[config.mk]
export PLATFORM = sky130hd
export DESIGN_NAME = if_stage
export DESIGN_NICKNAME = d
export VERILOG_FILES = /design/src/hw/if_pkg.sv /design/src/hw/pc_select.sv /design/src/hw/fetch_fsm.sv /design/src/hw/credit_counter.sv /design/src/hw/fetch_fifo.sv /design/src/hw/if_id_reg.sv /design/src/hw/if_stage.sv
export SDC_FILE = /design/constraint.sdc
export NUM_CORES = 1
export LEC_CHECK = 0
export BUFFER_PORTS_ARGS = -buffer_cell sky130_fd_sc_hd__buf_2
export CORE_MARGIN = 2
export CORE_UTILIZATION = 59
export CTS_CLUSTER_DIAMETER = 60
export DETAILED_ROUTE_END_ITERATION = 8
export PLACE_DENSITY = 0.95
export SLEW_MARGIN = 5
export SYNTH_ARGS = -nofsm -noshare
export SYNTH_HDL_FRONTEND = slang
export SYNTH_SLANG_ARGS = --single-unit
export TNS_END_PERCENT = 50
[constraint.sdc]
create_clock -name clk_i -period 10.1 [get_ports clk_i]
set_clock_uncertainty 0.05 [all_clocks]
set_input_delay 1.515 -clock clk_i [delete_from_list [all_inputs] [get_ports clk_i]]
set_output_delay 1.515 -clock clk_i [all_outputs]
set_load 0.03 [all_outputs]
[src/hw/if_pkg.sv]
/*
 * shared widths, buffer depth and select encodings of the fetch stage
 * every instruction is a 4-byte word, no compressed support
 * cnt_w must hold 0 up to fifo_depth
 */

`default_nettype none

package if_pkg;

  // data and address width
  localparam int unsigned xlen = 32;

  // prefetch buffer slots, also the number of memory credits
  localparam int unsigned fifo_depth = 3;

  // width of level, outstanding and discard counters
  localparam int unsigned cnt_w = 2;

  // low byte of the boot pc, boot base is 256-byte aligned
  localparam logic [7:0] boot_offset = 8'h80;

  // interrupt id field of the vectored mode
  localparam int unsigned irq_id_w = 5;

  ////////////////////////////////////////////////////////////////////////////
  // select encodings
  ////////////////////////////////////////////////////////////////////////////

  // next fetch pc source
  typedef enum logic [2:0] {
    PC_BOOT = 3'd0,
    PC_JUMP = 3'd1,
    PC_EXC  = 3'd2,
    PC_ERET = 3'd3
  } pc_sel_e;

  // trap vector source
  typedef enum logic {
    EXC_PC_EXC = 1'b0,
    EXC_PC_IRQ = 1'b1
  } exc_pc_sel_e;

  // fetch control states
  typedef enum logic [1:0] {
    FS_IDLE = 2'd0,
    FS_RUN  = 2'd1,
    FS_HOLD = 2'd2
  } fetch_state_e;

endpackage

`default_nettype wire

[src/hw/pc_select.sv]
/*
 * next fetch pc mux, purely combinational
 * mtvec and boot base are taken as 256-byte aligned, low bytes are ignored
 */

`timescale 1ns/1ps
`default_nettype none

module pc_select (
  input  wire logic [if_pkg::xlen-1:0]     boot_addr_i,
  input  wire logic [if_pkg::xlen-1:0]     branch_target_i,
  input  wire logic [if_pkg::xlen-1:0]     csr_mepc_i,
  input  wire logic [if_pkg::xlen-1:0]     csr_mtvec_i,
  input  wire if_pkg::pc_sel_e             pc_mux_i,
  input  wire if_pkg::exc_pc_sel_e         exc_pc_mux_i,
  input  wire logic [if_pkg::irq_id_w-1:0] irq_id_i,
  output logic      [if_pkg::xlen-1:0]     next_pc_o
);

  logic [if_pkg::xlen-1:0] exc_base;
  logic [if_pkg::xlen-1:0] irq_offset;
  logic [if_pkg::xlen-1:0] exc_pc;
  logic [if_pkg::xlen-1:0] pc_raw;

  // trap base with the low byte forced to zero
  assign exc_base   = {csr_mtvec_i[if_pkg::xlen-1:8], 8'h00};
  // vectored mode: one word per interrupt id
  assign irq_offset = {{(if_pkg::xlen - if_pkg::irq_id_w - 2){1'b0}}, irq_id_i, 2'b00};

  always_comb begin
    unique case (exc_pc_mux_i)
      if_pkg::EXC_PC_IRQ: exc_pc = exc_base + irq_offset;
      default:            exc_pc = exc_base;
    endcase
  end

  always_comb begin
    unique case (pc_mux_i)
      if_pkg::PC_JUMP: pc_raw = branch_target_i;
      if_pkg::PC_EXC:  pc_raw = exc_pc;
      if_pkg::PC_ERET: pc_raw = csr_mepc_i;
      // boot, and any unused code, falls back to the boot pc
      default:         pc_raw = {boot_addr_i[if_pkg::xlen-1:8], if_pkg::boot_offset};
    endcase
  end

  // fetches are word aligned
  assign next_pc_o = {pc_raw[if_pkg::xlen-1:2], 2'b00};

endmodule

`default_nettype wire

[src/hw/fetch_fsm.sv]
/*
 * fetch control, one request per cycle while a credit is held
 * no request goes out in the cycle of a redirect
 */

`timescale 1ns/1ps
`default_nettype none

module fetch_fsm (
  input  wire logic                    clk_i,
  input  wire logic                    rst_ni,
  input  wire logic                    req_i,
  input  wire logic                    pc_set_i,
  input  wire logic [if_pkg::xlen-1:0] next_pc_i,
  input  wire logic                    credit_avail_i,
  output logic                         instr_req_o,
  output logic      [if_pkg::xlen-1:0] instr_addr_o
);

  if_pkg::fetch_state_e    state_q, state_d;
  logic [if_pkg::xlen-1:0] addr_q;

  // issue only when running, holding a credit and not redirecting
  assign instr_req_o  = (state_q == if_pkg::FS_RUN) & credit_avail_i & ~pc_set_i;
  assign instr_addr_o = addr_q;

  always_comb begin
    state_d = state_q;
    unique case (state_q)
      // wait for the first redirect after reset
      if_pkg::FS_IDLE: if (pc_set_i) state_d = req_i ? if_pkg::FS_RUN : if_pkg::FS_HOLD;
      if_pkg::FS_RUN:  if (!req_i)   state_d = if_pkg::FS_HOLD;
      if_pkg::FS_HOLD: if (req_i)    state_d = if_pkg::FS_RUN;
      default:                       state_d = if_pkg::FS_IDLE;
    endcase
  end

  always_ff @(posedge clk_i or negedge rst_ni) begin
    if (!rst_ni) begin
      state_q <= if_pkg::FS_IDLE;
      addr_q  <= '0;
    end else begin
      state_q <= state_d;
      // redirect loads the new target, each issued word steps one word on
      if (pc_set_i) begin
        addr_q <= next_pc_i;
      end else if (instr_req_o) begin
        addr_q <= addr_q + 32'd4;
      end
    end
  end

endmodule

`default_nettype wire

[src/hw/credit_counter.sv]
/*
 * credit bookkeeping for a memory that accepts every request and answers in order
 * responses to requests sent before a redirect are dropped, discards also hold a credit
 */

`timescale 1ns/1ps
`default_nettype none

module credit_counter (
  input  wire logic                     clk_i,
  input  wire logic                     rst_ni,
  input  wire logic                     issue_i,
  input  wire logic                     rsp_valid_i,
  input  wire logic                     pc_set_i,
  input  wire logic [if_pkg::cnt_w-1:0] level_i,
  output logic                          credit_avail_o,
  output logic                          rsp_keep_o,
  output logic                          busy_o
);

  logic [if_pkg::cnt_w-1:0] outst_q, outst_d;
  logic [if_pkg::cnt_w-1:0] disc_q, disc_d;
  logic [if_pkg::cnt_w-1:0] outst_next;
  logic [if_pkg::cnt_w-1:0] disc_next;
  logic [if_pkg::cnt_w+1:0] used_slots;
  logic                     rsp_drop;

  // oldest responses belong to the discarded stream
  assign rsp_keep_o = rsp_valid_i & (disc_q == '0);
  assign rsp_drop   = rsp_valid_i & (disc_q != '0);

  // every word in flight or buffered holds one slot
  assign used_slots     = {2'b00, outst_q} + {2'b00, disc_q} + {2'b00, level_i};
  assign credit_avail_o = used_slots < if_pkg::fifo_depth;

  assign busy_o = (outst_q != '0) | (disc_q != '0);

  always_comb begin
    outst_next = outst_q + {{(if_pkg::cnt_w-1){1'b0}}, issue_i}
                         - {{(if_pkg::cnt_w-1){1'b0}}, rsp_keep_o};
    disc_next  = disc_q - {{(if_pkg::cnt_w-1){1'b0}}, rsp_drop};
    // redirect turns every pending request into a discard
    if (pc_set_i) begin
      outst_d = '0;
      disc_d  = disc_next + outst_next;
    end else begin
      outst_d = outst_next;
      disc_d  = disc_next;
    end
  end

  always_ff @(posedge clk_i or negedge rst_ni) begin
    if (!rst_ni) begin
      outst_q <= '0;
      disc_q  <= '0;
    end else begin
      outst_q <= outst_d;
      disc_q  <= disc_d;
    end
  end

endmodule

`default_nettype wire

[src/hw/fetch_fifo.sv]
/*
 * in-order prefetch buffer of fetched words and their bus error bits
 * writes beyond fifo_depth are prevented upstream by the credit scheme
 * flush wins over a write or pop in the same cycle
 */

`timescale 1ns/1ps
`default_nettype none

module fetch_fifo (
  input  wire logic                     clk_i,
  input  wire logic                     rst_ni,
  input  wire logic                     wr_i,
  input  wire logic [if_pkg::xlen-1:0]  wr_rdata_i,
  input  wire logic                     wr_err_i,
  input  wire logic                     flush_i,
  input  wire logic [if_pkg::xlen-1:0]  flush_pc_i,
  input  wire logic                     pop_i,
  output logic      [if_pkg::cnt_w-1:0] level_o,
  output logic                          valid_o,
  output logic      [if_pkg::xlen-1:0]  rdata_o,
  output logic                          err_o,
  output logic      [if_pkg::xlen-1:0]  pc_o
);

  logic [if_pkg::xlen-1:0]  data_q [if_pkg::fifo_depth];
  logic                     err_q  [if_pkg::fifo_depth];
  logic [if_pkg::cnt_w-1:0] rd_ptr_q;
  logic [if_pkg::cnt_w-1:0] wr_ptr_q;
  logic [if_pkg::cnt_w-1:0] level_q;
  logic [if_pkg::xlen-1:0]  pc_q;

  // circular pointer step
  function automatic logic [if_pkg::cnt_w-1:0] ptr_inc(input logic [if_pkg::cnt_w-1:0] ptr);
    if (ptr == if_pkg::cnt_w'(if_pkg::fifo_depth - 1)) begin
      return '0;
    end
    return ptr + 1'b1;
  endfunction

  // head entry drives the outputs
  assign level_o = level_q;
  assign valid_o = level_q != '0;
  assign rdata_o = data_q[rd_ptr_q];
  assign err_o   = err_q[rd_ptr_q];
  assign pc_o    = pc_q;

  // storage, written at the tail
  always_ff @(posedge clk_i) begin
    if (wr_i) begin
      data_q[wr_ptr_q] <= wr_rdata_i;
      err_q[wr_ptr_q]  <= wr_err_i;
    end
  end

  always_ff @(posedge clk_i or negedge rst_ni) begin
    if (!rst_ni) begin
      rd_ptr_q <= '0;
      wr_ptr_q <= '0;
      level_q  <= '0;
      pc_q     <= '0;
    end else if (flush_i) begin
      // empty in one edge, head pc restarts at the redirect target
      rd_ptr_q <= '0;
      wr_ptr_q <= '0;
      level_q  <= '0;
      pc_q     <= flush_pc_i;
    end else begin
      if (wr_i) begin
        wr_ptr_q <= ptr_inc(wr_ptr_q);
      end
      if (pop_i) begin
        rd_ptr_q <= ptr_inc(rd_ptr_q);
        pc_q     <= pc_q + 32'd4;
      end
      if (wr_i && !pop_i) begin
        level_q <= level_q + 1'b1;
      end else if (pop_i && !wr_i) begin
        level_q <= level_q - 1'b1;
      end
    end
  end

endmodule

`default_nettype wire

[src/hw/if_id_reg.sv]
/*
 * IF-ID pipeline register with valid/new tracking
 * a word taken in the cycle of a redirect is dropped, not loaded
 * mismatch alarm checks strict +4 steps between redirects
 */

`timescale 1ns/1ps
`default_nettype none

module if_id_reg (
  input  wire logic                    clk_i,
  input  wire logic                    rst_ni,
  input  wire logic                    if_valid_i,
  input  wire logic [if_pkg::xlen-1:0] if_rdata_i,
  input  wire logic                    if_err_i,
  input  wire logic [if_pkg::xlen-1:0] if_pc_i,
  input  wire logic                    id_in_ready_i,
  input  wire logic                    pc_set_i,
  input  wire logic                    instr_valid_clear_i,
  output logic                         pop_o,
  output logic                         instr_valid_id_o,
  output logic                         instr_new_id_o,
  output logic      [if_pkg::xlen-1:0] instr_rdata_id_o,
  output logic                         instr_fetch_err_o,
  output logic      [if_pkg::xlen-1:0] pc_id_o,
  output logic                         pc_mismatch_alert_o
);

  logic accept;
  logic load;
  logic valid_q;
  logic new_q;
  logic seq_q;

  // handshake with the buffer head
  assign accept = if_valid_i & id_in_ready_i;
  assign pop_o  = accept;
  // the old stream never reaches ID once a redirect is seen
  assign load   = accept & ~pc_set_i;

  assign instr_valid_id_o = valid_q;
  assign instr_new_id_o   = new_q;

  // alarm if a sequential fetch does not follow the previous pc by one word
  assign pc_mismatch_alert_o = seq_q & accept & (if_pc_i != pc_id_o + 32'd4);

  always_ff @(posedge clk_i or negedge rst_ni) begin
    if (!rst_ni) begin
      valid_q <= 1'b0;
      new_q   <= 1'b0;
      seq_q   <= 1'b0;
    end else begin
      // valid holds until ID clears it
      valid_q <= load | (valid_q & ~instr_valid_clear_i);
      new_q   <= load;
      seq_q   <= (seq_q | accept) & ~pc_set_i;
    end
  end

  // payload, frozen while ID stalls
  always_ff @(posedge clk_i) begin
    if (load) begin
      instr_rdata_id_o  <= if_rdata_i;
      instr_fetch_err_o <= if_err_i;
      pc_id_o           <= if_pc_i;
    end
  end

endmodule

`default_nettype wire

[src/hw/if_stage.sv]
/*
 * instruction fetch stage top, credit-based memory side without grant
 * memory must answer every request once, in order, at least one cycle later
 */

`timescale 1ns/1ps
`default_nettype none

module if_stage (
  input  wire logic                        clk_i,
  input  wire logic                        rst_ni,
  input  wire logic                        req_i,
  input  wire logic                        pc_set_i,
  input  wire if_pkg::pc_sel_e             pc_mux_i,
  input  wire if_pkg::exc_pc_sel_e         exc_pc_mux_i,
  input  wire logic [if_pkg::irq_id_w-1:0] exc_irq_id_i,
  input  wire logic [if_pkg::xlen-1:0]     boot_addr_i,
  input  wire logic [if_pkg::xlen-1:0]     branch_target_i,
  input  wire logic [if_pkg::xlen-1:0]     csr_mepc_i,
  input  wire logic [if_pkg::xlen-1:0]     csr_mtvec_i,
  output logic                             instr_req_o,
  output logic      [if_pkg::xlen-1:0]     instr_addr_o,
  input  wire logic                        instr_rvalid_i,
  input  wire logic [if_pkg::xlen-1:0]     instr_rdata_i,
  input  wire logic                        instr_err_i,
  input  wire logic                        id_in_ready_i,
  input  wire logic                        instr_valid_clear_i,
  output logic                             instr_valid_id_o,
  output logic                             instr_new_id_o,
  output logic      [if_pkg::xlen-1:0]     instr_rdata_id_o,
  output logic                             instr_fetch_err_o,
  output logic      [if_pkg::xlen-1:0]     pc_id_o,
  output logic                             pc_mismatch_alert_o,
  output logic                             if_busy_o
);

  logic [if_pkg::xlen-1:0]  next_pc;
  logic                     credit_avail;
  logic                     rsp_keep;
  logic [if_pkg::cnt_w-1:0] level;
  logic                     if_valid;
  logic [if_pkg::xlen-1:0]  if_rdata;
  logic                     if_err;
  logic [if_pkg::xlen-1:0]  if_pc;
  logic                     fifo_pop;

  ////////////////////////////////////////////////////////////////////////////
  // pc selection and request side
  ////////////////////////////////////////////////////////////////////////////

  pc_select u_pc_select (
    .boot_addr_i     (boot_addr_i),
    .branch_target_i (branch_target_i),
    .csr_mepc_i      (csr_mepc_i),
    .csr_mtvec_i     (csr_mtvec_i),
    .pc_mux_i        (pc_mux_i),
    .exc_pc_mux_i    (exc_pc_mux_i),
    .irq_id_i        (exc_irq_id_i),
    .next_pc_o       (next_pc)
  );

  fetch_fsm u_fetch_fsm (
    .clk_i          (clk_i),
    .rst_ni         (rst_ni),
    .req_i          (req_i),
    .pc_set_i       (pc_set_i),
    .next_pc_i      (next_pc),
    .credit_avail_i (credit_avail),
    .instr_req_o    (instr_req_o),
    .instr_addr_o   (instr_addr_o)
  );

  // request output doubles as the issue strobe
  credit_counter u_credit_counter (
    .clk_i          (clk_i),
    .rst_ni         (rst_ni),
    .issue_i        (instr_req_o),
    .rsp_valid_i    (instr_rvalid_i),
    .pc_set_i       (pc_set_i),
    .level_i        (level),
    .credit_avail_o (credit_avail),
    .rsp_keep_o     (rsp_keep),
    .busy_o         (if_busy_o)
  );

  ////////////////////////////////////////////////////////////////////////////
  // response side, buffer and IF-ID register
  ////////////////////////////////////////////////////////////////////////////

  fetch_fifo u_fetch_fifo (
    .clk_i      (clk_i),
    .rst_ni     (rst_ni),
    .wr_i       (rsp_keep),
    .wr_rdata_i (instr_rdata_i),
    .wr_err_i   (instr_err_i),
    .flush_i    (pc_set_i),
    .flush_pc_i (next_pc),
    .pop_i      (fifo_pop),
    .level_o    (level),
    .valid_o    (if_valid),
    .rdata_o    (if_rdata),
    .err_o      (if_err),
    .pc_o       (if_pc)
  );

  if_id_reg u_if_id_reg (
    .clk_i               (clk_i),
    .rst_ni              (rst_ni),
    .if_valid_i          (if_valid),
    .if_rdata_i          (if_rdata),
    .if_err_i            (if_err),
    .if_pc_i             (if_pc),
    .id_in_ready_i       (id_in_ready_i),
    .pc_set_i            (pc_set_i),
    .instr_valid_clear_i (instr_valid_clear_i),
    .pop_o               (fifo_pop),
    .instr_valid_id_o    (instr_valid_id_o),
    .instr_new_id_o      (instr_new_id_o),
    .instr_rdata_id_o    (instr_rdata_id_o),
    .instr_fetch_err_o   (instr_fetch_err_o),
    .pc_id_o             (pc_id_o),
    .pc_mismatch_alert_o (pc_mismatch_alert_o)
  );

endmodule

`default_nettype wire

==> results.sh <==
export IMPL_grt_max_degree=76
export IMPL_cts_tree="done"
export IMPL_route_detailed_drc=0
export IMPL_r2r_end="u_credit_counter.disc_q[1]$_DFF_PN0_"
export IMPL_crit_arrival_ns=3.49
export IMPL_hp_start="u_if_id_reg.seq_q$_DFF_PN0_"
export IMPL_finalPower_mw=2.88
export IMPL_setup_worst_path_class="flop to output pin"
export IMPL_rrSetupSlack_ns=5.81
export IMPL_synth_top_cell_area_share_pct=40.6
export IMPL_cts_root_buf="clkbuf_16"
export IMPL_htreeDepth=1
export IMPL_synthArstFlopShare_pct=31.6
export IMPL_slew_viol_final=0
export IMPL_cp_max_fo=22
export IMPL_cts_made_buffers=24
export IMPL_hold_viol=0
export IMPL_port_buffers=254
export IMPL_nNetsFinal=1495
export IMPL_vias_per_cell=6.31
export IMPL_grtUsageTotal_pct=31.2
export IMPL_synth_edf_count=162
export IMPL_ys_ff_latch=237
export IMPL_drt_iter0_markers=1023
export IMPL_status="finished clean"
export IMPL_worst_slew_pin_slew_ns=1.08
export IMPL_drive_gt1_share_pct=26.5
export IMPL_hold_end="u_if_id_reg.seq_q$_DFF_PN0_"
export IMPL_clock_latency_ns=0.53
export IMPL_area_growth_pct=19.8
export IMPL_grt_overflow_total=0
export IMPL_max_freq_mhz=198
export IMPL_wl_per_cell_um=21.3
export IMPL_fillers=1305
export IMPL_cts_clk_slew_worst_paths_ns=0.06
export IMPL_setup_violations_final=0
export IMPL_reg2reg_from="u_credit_counter.disc_q[0]$_DFF_PN0_"
export IMPL_slew_headroom_pct=28.1
export IMPL_cp_end_kind="output pin"
export IMPL_required_ns=8.54
export IMPL_wl_um=34000
export IMPL_grt_pass1_vias=9674
export IMPL_drv_cap=0
export IMPL_p_leak_nw=5.75
export IMPL_die_y_um=147
export IMPL_routabilityCongestion=0.949
export IMPL_vias=10100
export IMPL_initial_utilization_pct=59.6
export IMPL_cts_setup_buffers=0
export IMPL_cts_buffer_depth=3
export IMPL_seqCellArea_mm2=0.00674
export IMPL_fin_crit_ns=5.06
export IMPL_cts_sinks=237
export IMPL_first_pass_iters=8
export IMPL_synth_ff_type="edfxtp_1"
export IMPL_hold_path_class="flop to flop"
export IMPL_dieWidth_um=147
export IMPL_multi_input_area_mm2=0.00495
export IMPL_synth_most_common_cell="edfxtp_1"
export IMPL_yosys_warnings=0
export IMPL_io_pins=279
export IMPL_avgSynthCellArea_um2=11.2
export IMPL_holdBufCountCts=0
export IMPL_synth_top_cell_by_area="edfxtp_1"
export IMPL_whs_path_depth=2
export IMPL_rsz0062_at_grt="no"
export IMPL_die_area_mm2=0.0215
export IMPL_postRouteAntennaNets=0
export IMPL_finalCritPeriodShare_pct=50.1
export IMPL_dp_cells=1550
export IMPL_r2r_cells=18
export IMPL_coreArea_mm2=0.0201
export IMPL_yosysSeqAreaShare_pct=56.3
export IMPL_grt_pass1_wl_um=52800
export IMPL_cp_start_kind="flop"
export IMPL_p_per_area_mw_per_mm2=201
export IMPL_synth_cells=1074
export IMPL_tns_ns=0
export IMPL_row_count=52
export IMPL_cts_repair_resized=0
export IMPL_dp_hpwl_um=22800
export IMPL_synth_cell_types=72
export IMPL_instances_no_fill=1594
export IMPL_ys_top_cells_by_count="edfxtp_1 (162), nor2_1 (99), a21oi_1 (96), dfrtp_1 (75), nand2_1 (72)"
export IMPL_vdd_ir_drop_max_v=0.000242
export IMPL_antenna_found_initial=2
export IMPL_synthesis_area_mm2=0.0120
export IMPL_synth_area_leaders="edfxtp_1 (41%), dfrtp_1 (16%), mux2i_1 (5.3%)"
-- metal layers --
metal  track usage [%]  vias to the layer above  part of all wire, %
met5                 0                        -                0.032
met4              10.3                        2                  3.4
met3              7.28                      106                   10
met2              53.9                      573                   51
met1              39.0                     4841                   36
li1                  -                     4533                    -
-- logic make-up after synthesis --
group	share of synthesized area, %
buf+inv	2.80
xor+xnor	3.58
mux	5.45
compound gates	15.9
other cells	0.0313
simple gates	14.6
fa+ha+maj	1.38
flops	56.3
-- worst max-delay path by stage --
stage,from,endpoint,depth (start not counted)
after global routing,u_if_id_reg.pc_id_o[2]$_DFFE_PP_,pc_mismatch_alert_o,9
after detailed placement,pc_mux_i[0],u_fetch_fifo.pc_o[9]$_DFFE_PN0N_,8
after CTS,u_credit_counter.disc_q[0]$_DFF_PN0_,instr_req_o,10
after global placement,u_if_id_reg.pc_id_o[2]$_DFFE_PP_,pc_mismatch_alert_o,9
after floorplan,pc_set_i,u_if_id_reg.instr_fetch_err_o$_DFFE_PP_,4
final,u_credit_counter.disc_q[0]$_DFF_PN0_,instr_req_o,10
-- critical path, cell delays in order, from the launching register on --
cell     delay [ns]
dfrtp_1        0.42
ha_1           0.25
fa_1           0.53
inv_1          0.07
fa_1           0.41
nor2b_1        0.14
a21oi_1        0.09
nor4b_2        0.25
buf_4          0.31
nor2b_1        0.23
buf_2          0.25
-- stage by stage --
stage,cell area [um^2],util (%),setup WS (ns),hold WS [ns]
6_report,14400,71.4,5.04,0.449
5_1_grt,14400,71.4,4.72,0.503
4_1_cts,14300,71.4,5.08,0.450
3_5_place_dp,13500,66.9,5.58,0.435
3_3_place_gp,13500,66.9,5.71,0.430
2_1_floorplan,12000,-,4.76,0.370
-- state kept, by name (all words and copies together), names as in the netlist, 2 cells and up --
name                          count
u_fetch_fifo.data_q              96
u_if_id_reg.instr_rdata_id_o     32
u_fetch_fifo.pc_o                30
u_fetch_fsm.instr_addr_o         30
u_if_id_reg.pc_id_o              30
u_fetch_fifo.err_q                3
u_credit_counter.disc_q           2
u_credit_counter.outst_q          2
u_fetch_fifo.level_o              2
u_fetch_fifo.rd_ptr_q             2
u_fetch_fifo.wr_ptr_q             2
u_fetch_fsm.state_q               2
-- cells in the final DEF, fill, tap and decap left out, drive strengths merged, types with 4 or more instances in the layout --
cell type and instances:
buf 266, edfxtp 162, nor2 100, a21oi 96, dfrtp 75, nand2 72
o21ai 64, mux2i 63, nand3 40, clkbuf 28, xnor2 25, a31oi 25
and3 25, xor2 24, o22a 24, inv 21, o221ai 19, nor3 17
nand4 15, nor2b 12, a31o 10, ha 10, o221a 9, o21a 8
nor4 8, and4 7, a21o 7, nor3b 7, and2 6, nand2b 5
or3 5, bufinv 5, clkinv 5, a2bb2oi 4, conb 4
-- power breakdown --
part	total [mW]	leakage, nW	switching (mW)	internal [mW]
registers	1.28	2.44	0.121	1.16
clock network	0.989	0.431	0.399	0.590
logic	0.610	2.88	0.382	0.229
total	2.88	5.75	0.901	1.98
-- cell type report --
cell class	instances	share of cell area, %
Antenna cell	1	0.0174
Clock buffer	28	4.43
Clock inverter	15	1.77
Inverter	17	0.445
Multi-Input combinational cell	760	34.5
Sequential cell	237	47.0
Tap cell	270	2.35
Timing Repair Buffer	266	9.52
Note: power is estimated with default switching activity, not from simulation.
